==> config.mk <==
export PLATFORM = sky130hd
export DESIGN_NAME = sweepAcqTop
export DESIGN_NICKNAME = d
export VERILOG_FILES = /design/src/source/sweepAcqPkg.sv /design/src/source/fireCaptureBuffer.sv /design/src/source/scParamLoader.sv /design/src/source/sweepAcqTop.sv /design/src/source/sweepSequencer.sv
export VERILOG_INCLUDE_DIRS = /design/src /design/src/include
export SDC_FILE = /design/constraint.sdc
export NUM_CORES = 1
export LEC_CHECK = 0
export ABC_CLOCK_PERIOD_IN_PS = 10200
export BUFFER_PORTS_ARGS = -buffer_cell sky130_fd_sc_hd__buf_4
export CAP_MARGIN = 5
export CORE_MARGIN = 2
export CORE_UTILIZATION = 67
export DETAILED_ROUTE_END_ITERATION = 6
export GPL_TIMING_DRIVEN = 1
export PLACE_DENSITY_LB_ADDON = 0.1
export SLEW_MARGIN = 25
export SYNTH_ARGS = -nofsm -noshare
export SYNTH_HDL_FRONTEND = slang
export SYNTH_HIERARCHICAL = 1
export SYNTH_SLANG_ARGS = --single-unit
==> constraint.sdc <==
create_clock -name Clk -period 10.2 [get_ports Clk]
set_input_delay 2.04 -clock Clk [delete_from_list [all_inputs] [get_ports Clk]]
set_output_delay 2.04 -clock Clk [all_outputs]
set_load 0.02 [all_outputs]
==> src/include/sweep_consts.svh <==
`ifndef SWEEP_CONSTS_SVH
`define SWEEP_CONSTS_SVH

////////////////////
// Stream framing words

// ASCII "SA" marks the start of a sweep
`define SWEEP_HEADER 16'h5341
`define SWEEP_TAIL 16'hFF45
// Upper nibble of each per-step parameter word
`define PARAM_TAG 4'hD

////////////////////
// Acquisition timing and sizes

`define WORDS_PER_FIRE 10
// Cycles to wait after config done falls
`define SC_SETTLE_CYCLES 40
`define FIRE_BUF_DEPTH 32

`endif

==> src/source/sweepAcqPkg.sv <==
package sweepAcqPkg;

    // DAC0 threshold code as seen by the sweep logic
    typedef logic [9:0] dacCode_t;

    // Data and frame words on the ASIC bus and the output stream
    typedef logic [15:0] acqWord_t;

    // Fire packages collected per DAC step
    typedef logic [15:0] packageCount_t;

    // Sweep sequencer states
    typedef enum logic [3:0] {
        Idle,
        SendHeader,
        SendParam,
        LoadReq,
        LoadWaitAck,
        LoadRelease,
        WaitFire,
        ReadWord,
        NextPackage,
        NextDac,
        SendTail,
        Finish
    } seqState_t;

endpackage

==> src/source/fireCaptureBuffer.sv <==
`include "sweep_consts.svh"

module fireCaptureBuffer (
    input  logic                  Clk,
    input  logic                  reset_n,
    input  logic                  ParallelData_en,
    input  sweepAcqPkg::acqWord_t ParallelData,
    input  logic                  WordPop,
    input  logic                  FlushBuf,
    output sweepAcqPkg::acqWord_t BufWord,
    output logic                  FireReady,
    output logic                  Overflow
);
    import sweepAcqPkg::*;

    localparam int PtrWidth  = $clog2(`FIRE_BUF_DEPTH);
    localparam int WordWidth = $clog2(`WORDS_PER_FIRE);
    localparam int FireWidth = $clog2(`FIRE_BUF_DEPTH / `WORDS_PER_FIRE + 1);

    acqWord_t             mem [`FIRE_BUF_DEPTH];
    logic [PtrWidth-1:0]  wrPtr;
    logic [PtrWidth-1:0]  rdPtr;
    logic [PtrWidth:0]    fill;
    logic [WordWidth-1:0] wrWordCnt;
    logic [WordWidth-1:0] rdWordCnt;
    logic [FireWidth-1:0] fireCount;
    logic                 full;
    logic                 push;
    logic                 pop;
    logic                 fireIn;
    logic                 fireOut;

    function automatic logic [PtrWidth-1:0] nextPtr(input logic [PtrWidth-1:0] ptr);
        return (ptr == PtrWidth'(`FIRE_BUF_DEPTH - 1)) ? '0 : ptr + 1'b1;
    endfunction

    assign full    = (fill == (PtrWidth + 1)'(`FIRE_BUF_DEPTH));
    assign push    = ParallelData_en && !full && !FlushBuf;
    assign pop     = WordPop && (fill != '0) && !FlushBuf;
    // Tenth word of a fire in, last word of a fire out
    assign fireIn  = push && (wrWordCnt == WordWidth'(`WORDS_PER_FIRE - 1));
    assign fireOut = pop && (rdWordCnt == WordWidth'(`WORDS_PER_FIRE - 1));

    assign FireReady = (fireCount != '0);

    always_ff @(posedge Clk or negedge reset_n) begin
        if (!reset_n) begin
            wrPtr     <= '0;
            rdPtr     <= '0;
            fill      <= '0;
            wrWordCnt <= '0;
            rdWordCnt <= '0;
            fireCount <= '0;
            Overflow  <= 1'b0;
        end else if (FlushBuf) begin
            wrPtr     <= '0;
            rdPtr     <= '0;
            fill      <= '0;
            wrWordCnt <= '0;
            rdWordCnt <= '0;
            fireCount <= '0;
            Overflow  <= 1'b0;
        end else begin
            if (push) begin
                wrPtr     <= nextPtr(wrPtr);
                wrWordCnt <= fireIn ? '0 : wrWordCnt + 1'b1;
            end
            if (pop) begin
                rdPtr     <= nextPtr(rdPtr);
                rdWordCnt <= fireOut ? '0 : rdWordCnt + 1'b1;
            end
            case ({push, pop})
                2'b10:   fill <= fill + 1'b1;
                2'b01:   fill <= fill - 1'b1;
                default: fill <= fill;
            endcase
            case ({fireIn, fireOut})
                2'b10:   fireCount <= fireCount + 1'b1;
                2'b01:   fireCount <= fireCount - 1'b1;
                default: fireCount <= fireCount;
            endcase
            // Word dropped on a full buffer
            if (ParallelData_en && full) begin
                Overflow <= 1'b1;
            end
        end
    end

    always_ff @(posedge Clk) begin
        if (push) begin
            mem[wrPtr] <= ParallelData;
        end
        if (pop) begin
            BufWord <= mem[rdPtr];
        end
    end

endmodule

==> src/source/scParamLoader.sv <==
`include "sweep_consts.svh"

module scParamLoader (
    input  logic                  Clk,
    input  logic                  reset_n,
    input  logic                  LoadReq,
    input  sweepAcqPkg::dacCode_t LoadCode,
    input  logic                  MicrorocConfigDone,
    output logic                  LoadAck,
    output sweepAcqPkg::dacCode_t OutDAC0,
    output logic                  LoadSCParameter
);
    import sweepAcqPkg::*;

    typedef enum logic [2:0] {
        LdIdle,
        LdWaitDone,
        LdWaitFall,
        LdSettle,
        LdAck
    } loadState_t;

    localparam int SettleWidth = $clog2(`SC_SETTLE_CYCLES + 1);

    loadState_t             state;
    logic [SettleWidth-1:0] settleCnt;

    // ASIC shifts the DAC field in LSB first
    function automatic dacCode_t reverseCode(input dacCode_t code);
        dacCode_t reversed;
        for (int i = 0; i < $bits(dacCode_t); i++) begin
            reversed[i] = code[$bits(dacCode_t) - 1 - i];
        end
        return reversed;
    endfunction

    always_ff @(posedge Clk or negedge reset_n) begin
        if (!reset_n) begin
            state           <= LdIdle;
            settleCnt       <= '0;
            OutDAC0         <= '0;
            LoadSCParameter <= 1'b0;
            LoadAck         <= 1'b0;
        end else begin
            LoadSCParameter <= 1'b0;
            case (state)
                LdIdle: begin
                    if (LoadReq) begin
                        OutDAC0         <= reverseCode(LoadCode);
                        LoadSCParameter <= 1'b1;
                        state           <= LdWaitDone;
                    end
                end
                LdWaitDone: begin
                    if (MicrorocConfigDone) begin
                        state <= LdWaitFall;
                    end
                end
                // Settling starts once config done drops
                LdWaitFall: begin
                    if (!MicrorocConfigDone) begin
                        settleCnt <= '0;
                        state     <= LdSettle;
                    end
                end
                LdSettle: begin
                    if (settleCnt == SettleWidth'(`SC_SETTLE_CYCLES - 1)) begin
                        LoadAck <= 1'b1;
                        state   <= LdAck;
                    end else begin
                        settleCnt <= settleCnt + 1'b1;
                    end
                end
                LdAck: begin
                    if (!LoadReq) begin
                        LoadAck <= 1'b0;
                        state   <= LdIdle;
                    end
                end
                default: state <= LdIdle;
            endcase
        end
    end

endmodule

==> src/source/sweepAcqTop.sv <==
module sweepAcqTop (
    input  logic                       Clk,
    input  logic                       reset_n,
    input  logic                       SweepStart,
    input  sweepAcqPkg::dacCode_t      StartDAC0,
    input  sweepAcqPkg::dacCode_t      EndDAC0,
    input  sweepAcqPkg::packageCount_t MaxPackageNumber,
    input  logic                       MicrorocConfigDone,
    input  logic                       ParallelData_en,
    input  sweepAcqPkg::acqWord_t      ParallelData,
    output sweepAcqPkg::dacCode_t      OutDAC0,
    output logic                       LoadSCParameter,
    output logic                       SingleACQStart,
    output sweepAcqPkg::acqWord_t      SweepACQData,
    output logic                       SweepACQData_en,
    output logic                       OneDACDone,
    output logic                       ACQDone,
    output logic                       Overflow
);
    import sweepAcqPkg::*;

    // Loader handshake
    logic     LoadReq;
    logic     LoadAck;
    dacCode_t LoadCode;

    // Capture buffer read side
    logic     FireReady;
    logic     WordPop;
    logic     FlushBuf;
    acqWord_t BufWord;

    fireCaptureBuffer i_fireCaptureBuffer (
        .Clk             (Clk),
        .reset_n         (reset_n),
        .ParallelData_en (ParallelData_en),
        .ParallelData    (ParallelData),
        .WordPop         (WordPop),
        .FlushBuf        (FlushBuf),
        .BufWord         (BufWord),
        .FireReady       (FireReady),
        .Overflow        (Overflow)
    );

    scParamLoader i_scParamLoader (
        .Clk                (Clk),
        .reset_n            (reset_n),
        .LoadReq            (LoadReq),
        .LoadCode           (LoadCode),
        .MicrorocConfigDone (MicrorocConfigDone),
        .LoadAck            (LoadAck),
        .OutDAC0            (OutDAC0),
        .LoadSCParameter    (LoadSCParameter)
    );

    sweepSequencer i_sweepSequencer (
        .Clk              (Clk),
        .reset_n          (reset_n),
        .SweepStart       (SweepStart),
        .StartDAC0        (StartDAC0),
        .EndDAC0          (EndDAC0),
        .MaxPackageNumber (MaxPackageNumber),
        .LoadAck          (LoadAck),
        .FireReady        (FireReady),
        .BufWord          (BufWord),
        .LoadReq          (LoadReq),
        .LoadCode         (LoadCode),
        .SingleACQStart   (SingleACQStart),
        .OneDACDone       (OneDACDone),
        .ACQDone          (ACQDone),
        .WordPop          (WordPop),
        .FlushBuf         (FlushBuf),
        .SweepACQData     (SweepACQData),
        .SweepACQData_en  (SweepACQData_en)
    );

endmodule

==> src/source/sweepSequencer.sv <==
`include "sweep_consts.svh"

module sweepSequencer (
    input  logic                       Clk,
    input  logic                       reset_n,
    input  logic                       SweepStart,
    input  sweepAcqPkg::dacCode_t      StartDAC0,
    input  sweepAcqPkg::dacCode_t      EndDAC0,
    input  sweepAcqPkg::packageCount_t MaxPackageNumber,
    input  logic                       LoadAck,
    input  logic                       FireReady,
    input  sweepAcqPkg::acqWord_t      BufWord,
    output logic                       LoadReq,
    output sweepAcqPkg::dacCode_t      LoadCode,
    output logic                       SingleACQStart,
    output logic                       OneDACDone,
    output logic                       ACQDone,
    output logic                       WordPop,
    output logic                       FlushBuf,
    output sweepAcqPkg::acqWord_t      SweepACQData,
    output logic                       SweepACQData_en
);
    import sweepAcqPkg::*;

    localparam int WordWidth = $clog2(`WORDS_PER_FIRE);

    seqState_t            state;
    dacCode_t             dacCode;
    packageCount_t        pkgCount;
    packageCount_t        pkgTarget;
    logic [WordWidth-1:0] wordCnt;
    logic                 startPrev;
    logic                 startEdge;
    logic                 popValid;
    logic                 emitWord;
    acqWord_t             emitData;

    assign startEdge = SweepStart && !startPrev;
    assign FlushBuf  = (state == Idle) && startEdge;
    assign LoadCode  = dacCode;
    // Zero packages still means one per step
    assign pkgTarget = (MaxPackageNumber == '0) ? packageCount_t'(1) : MaxPackageNumber;

    ////////////////////
    // Sweep state machine

    always_ff @(posedge Clk or negedge reset_n) begin
        if (!reset_n) begin
            state          <= Idle;
            dacCode        <= '0;
            pkgCount       <= '0;
            wordCnt        <= '0;
            startPrev      <= 1'b0;
            popValid       <= 1'b0;
            LoadReq        <= 1'b0;
            SingleACQStart <= 1'b0;
            OneDACDone     <= 1'b0;
            ACQDone        <= 1'b0;
            WordPop        <= 1'b0;
        end else begin
            startPrev  <= SweepStart;
            popValid   <= WordPop;
            OneDACDone <= 1'b0;
            ACQDone    <= 1'b0;
            case (state)
                Idle: begin
                    if (startEdge) begin
                        dacCode <= StartDAC0;
                        state   <= SendHeader;
                    end
                end
                SendHeader: state <= SendParam;
                SendParam:  state <= sweepAcqPkg::LoadReq;
                // State name is hidden by the handshake port
                sweepAcqPkg::LoadReq: begin
                    LoadReq <= 1'b1;
                    state   <= LoadWaitAck;
                end
                LoadWaitAck: begin
                    if (LoadAck) begin
                        LoadReq <= 1'b0;
                        state   <= LoadRelease;
                    end
                end
                LoadRelease: begin
                    if (!LoadAck) begin
                        SingleACQStart <= 1'b1;
                        pkgCount       <= '0;
                        state          <= WaitFire;
                    end
                end
                WaitFire: begin
                    if (FireReady) begin
                        WordPop <= 1'b1;
                        wordCnt <= '0;
                        state   <= ReadWord;
                    end
                end
                // One pop per cycle for a whole fire
                ReadWord: begin
                    if (wordCnt == WordWidth'(`WORDS_PER_FIRE - 1)) begin
                        WordPop <= 1'b0;
                        state   <= NextPackage;
                    end else begin
                        wordCnt <= wordCnt + 1'b1;
                    end
                end
                NextPackage: begin
                    if (pkgCount + 1'b1 == pkgTarget) begin
                        SingleACQStart <= 1'b0;
                        OneDACDone     <= 1'b1;
                        state          <= NextDac;
                    end else begin
                        pkgCount <= pkgCount + 1'b1;
                        state    <= WaitFire;
                    end
                end
                NextDac: begin
                    if (dacCode < EndDAC0) begin
                        dacCode <= dacCode + 1'b1;
                        state   <= SendParam;
                    end else begin
                        state <= SendTail;
                    end
                end
                SendTail: state <= Finish;
                Finish: begin
                    ACQDone <= 1'b1;
                    state   <= Idle;
                end
                default: state <= Idle;
            endcase
        end
    end

    ////////////////////
    // Output register stage

    always_comb begin
        emitWord = popValid;
        emitData = BufWord;
        case (state)
            SendHeader: begin
                emitWord = 1'b1;
                emitData = `SWEEP_HEADER;
            end
            SendParam: begin
                emitWord = 1'b1;
                emitData = {`PARAM_TAG, 2'b00, dacCode};
            end
            SendTail: begin
                emitWord = 1'b1;
                emitData = `SWEEP_TAIL;
            end
            default: ;
        endcase
    end

    always_ff @(posedge Clk or negedge reset_n) begin
        if (!reset_n) begin
            SweepACQData_en <= 1'b0;
        end else begin
            SweepACQData_en <= emitWord;
        end
    end

    always_ff @(posedge Clk) begin
        if (emitWord) begin
            SweepACQData <= emitData;
        end
    end

endmodule

==> key figures <==
Floorplanning
  • DIE WIDTH: a little over 200 um
  • Cell Rows: 73
  • Initial Util: 0.675
  • Die area: 41500 um2
  • Die span in y: 204 um
  • # IOs: 89
  • CORE AREA: between 30000 and 40000 um2

Power
  • Sequential share of power: 0.439
  • Peak VDD IR: about 170 uV
  • Clock Power Share: 0.274
  • Switching power: about 0.0026 W
  • P_leak: ~10 nW
  • Int Pwr: approximately 0.0055 W
  • Pwr dens: between 200 and 300 nW/um2
  • Logic pwr share: 0.287
  • Sw frac: 0.317

Critical path
  • Critical Path RT: 10.43 ns
  • Startpoint types: input pin
  • CP Buf/Inv Count: 1
  • Kind of cell adding the most delay to the critical path: simple AND/OR/NAND/NOR gates
  • CP Class: in -> reg
  • Critical Path Max Stage Delay: about 0.97 ns
  • Worst endpoint data arrival time: 4.80 ns
  • CP max-delay cell: nor2_2
  • Cell Chain, Critical Path: buf_4, and4b_1, nand2b_1, a21oi_1, nand2_1, nor2_2
  • CP Capture Type: register
  • Max FO, Critical Path: 21

Clock tree
  • Clock buffer depth: 3
  • Postcts setup bufs: 0
  • CTS tree: done
  • Post_cts resized: 0
  • Clock sink count: ~630
  • Worst skew pair latency: ~0.64 ns
  • Register clock-pin slew on the reported worst setup and hold paths: around 0.06 ns
  • Cts hold-fix bufs: 0
  • TritonCTS Buffers: 60
  • # H-tree levels: 2
  • CTS root buffer: clkbuf_16

Outcome
  • Status: finished clean

Final layout
  • Final core utilization: 0.753
  • Area of the multi-input gates: around 7600 um2
  • Fin nets: between 1.5k and 2k
  • Layout cells sized above 1: 0.259
  • Storage cell area: 18600 um2
  • Number of fillers in the final layout: 2200
  • Antenna Cells: 0
  • Commonest non-fill, non-tap cells in the layout: edfxtp_1 (544), mux4_2 (160), buf_4 (113), nor2_1 (99), dfrtp_1 (86)
  • Area Overhead vs Synth: 11.5%
  • Commonest non-fill, non-tap cell in the layout: edfxtp_1

Detailed routing
  • Detailed-route wire length: roughly 63000 um
  • Post-route ant nets: 0
  • Total number of vias: roughly 15k
  • Residual DRC: 0
  • DR iter-0 viols: around 1.8k
  • Drt pass-1 iters: 5
  • Vias/cell: between 6 and 7
  • WL per Instance: between 20 and 30 um

Synthesis
  • Number of synthesized register bits: about 630
  • Yosys warning count: 6
  • Synth Cell Area: about 27000 um2
  • Post-synth ARST share: 0.142
  • Gate Count Post-Synth: about 1.5k
  • Post-synth cell types: 83
  • Top FF cell, synth: edfxtp_1
  • Sequential area share after synthesis: 0.696
  • Number of flops mapped to enable cells by yosys: 544
  • Avg Synthesized Cell Area: approximately 18 um2
  • Synth Net Count: roughly 1.6k

Global route
  • Antenna violations before repair: 3
  • Congestion Overflow GR: 0
  • Met2 global-route usage: 0.506
  • Largest net degree at the start of global routing: 63
  • Via count of the first global-routing pass: about 15k
  • GR Util met1: 0.441
  • Met3 usage: 0.0559
  • First-pass GRT wire length: between 90000 and 100000 um
  • Tot GR Track Use: 0.312
  • GRT busiest layer: met2

Timing
  • Final setup TNS: 0 ns
  • Pin slew with the least headroom to its limit: between 1 and 1.5 ns
  • Clk_skew: 0.0336 ns
  • Fmax: 219 MHz
  • Fin. max-slew vios: 0
  • Slew headroom: 0.320
  • RSZ-0062 raised after global routing: no
  • Final Hold Viols: 0
  • Setup-failing EPs final: 0
  • Minimum clock period: approximately 4.6 ns
  • Final worst-path cycle share: 0.447

Place
  • Placer Congestion: between 0.8 and 0.9
  • DP HPWL: 36300 um
  • Buffers added on ports: 88

Min path
  • Min-Delay Path Class: reg -> reg

Job
  • Max-cap violations: 0
## cells in the mapped netlist, types with 9 or more instances
library cell	instances	area, um2
edfxtp_1	544	16300
mux4_2	160	3600
nor2_1	116	435
dfrtp_1	90	2250
o21ai_0	51	255
a21oi_1	50	250
nand2_1	49	184
clkbuf_1	42	158
ha_1	29	363
nand3_1	28	140
inv_1	26	97.6
mux2_2	21	236
xnor2_1	20	175
buf_2	15	75.1
nand2b_1	14	87.6
buf_6	13	146
nor3_1	13	65.1
o21ai_1	13	65.1
a31oi_1	12	75.1
nand4_1	12	75.1
o31ai_1	11	82.6
xor2_1	11	96.3
mux2i_1	10	100
or3_1	10	62.6
nor2b_1	9	56.3
o22ai_1	9	56.3
## worst paths after layout
check                                                             from                                       end  slack, ns  cells past startpoint
max in group asynchronous                                      reset_n  i_sweepSequencer/pkgCount[8]$_DFFE_PN0P_       7.72                      2
worst max register to register   i_sweepSequencer/state[1]$_DFFE_PN0P_   i_fireCaptureBuffer/mem[1][7]$_DFFE_PP_       6.14                      6
worst min register to register  i_scParamLoader/OutDAC0[6]$_DFFE_PN0P_    i_scParamLoader/OutDAC0[6]$_DFFE_PN0P_       0.49                      1
worst min-delay path            i_scParamLoader/OutDAC0[6]$_DFFE_PN0P_    i_scParamLoader/OutDAC0[6]$_DFFE_PN0P_       0.49                      1
min in group asynchronous                                      reset_n       i_scParamLoader/LoadAck$_DFFE_PN0P_       1.34                      1
worst max-delay path                                        SweepStart   i_fireCaptureBuffer/mem[1][7]$_DFFE_PP_       5.64                      6
## cell families after synthesis
logic type / count (synthesis) / share of synthesized area
muxes: 198 / 0.150
DFF: 634 / 0.696
buffers and inverters: 109 / 0.0203
adders and majority gates: 30 / 0.0143
AOI/OAI and AO/OA: 202 / 0.0489
and+or+nand+nor: 311 / 0.0600
xor gates and xnor gates: 31 / 0.0102
## metal layers
layer | up-vias | part of all wire
met2 | 876 | 0.49
met1 | 7664 | 0.38
met4 | 4 | 0.027
met5 | - | 0.00035
met3 | 111 | 0.10
li1 | 6253 | -
## flip-flops by register name (all words and copies together), names as in the netlist, 5 cells and up
| name | cells |
|---|---|
| i_fireCaptureBuffer/BufWord | 16 |
| i_fireCaptureBuffer/mem | 512 |
| i_sweepSequencer/LoadCode | 10 |
| i_sweepSequencer/pkgCount | 16 |
| i_scParamLoader/settleCnt | 6 |
| i_scParamLoader/OutDAC0 | 10 |
| i_fireCaptureBuffer/wrPtr | 5 |
| i_fireCaptureBuffer/rdPtr | 5 |
| i_sweepSequencer/SweepACQData | 16 |
| i_fireCaptureBuffer/fill | 6 |
## layout make-up
type / instances / share of cell area
Clock buffer: 80 / 0.0543
Timing Repair Buffer: 113 / 0.0285
Clock inverter: 33 / 0.0110
Inverter: 27 / 0.00340
Multi-Input combinational cell: 772 / 0.256
Tap cell: 525 / 0.0221
Sequential cell: 634 / 0.625
## power groups by stage
stage	combinational, W	clock (W)	sequential [W]
CTS	0.00232	0.00225	0.00355
detailed placement	0.00228	0	0.00360
global route	0.00248	0.00233	0.00360
global placement	0.00224	0	0.00358
floorplan	0.00174	0	0.00340
finish	0.00232	0.00222	0.00356
## through the flow
stage	area (um2)	hold slack, ns	instances	setup WS (ns)	power, W
2_1_floorplan	26700	0.373	1515	5.82	0.00514
3_3_place_gp	27800	0.472	2071	5.28	0.00582
6_report	29800	0.489	2184	5.64	0.00810
4_1_cts	29800	0.490	2184	5.72	0.00812
5_1_grt	29800	0.512	2184	5.58	0.00841
3_5_place_dp	27800	0.476	2071	5.14	0.00587
(Power assumes the default switching activity.)
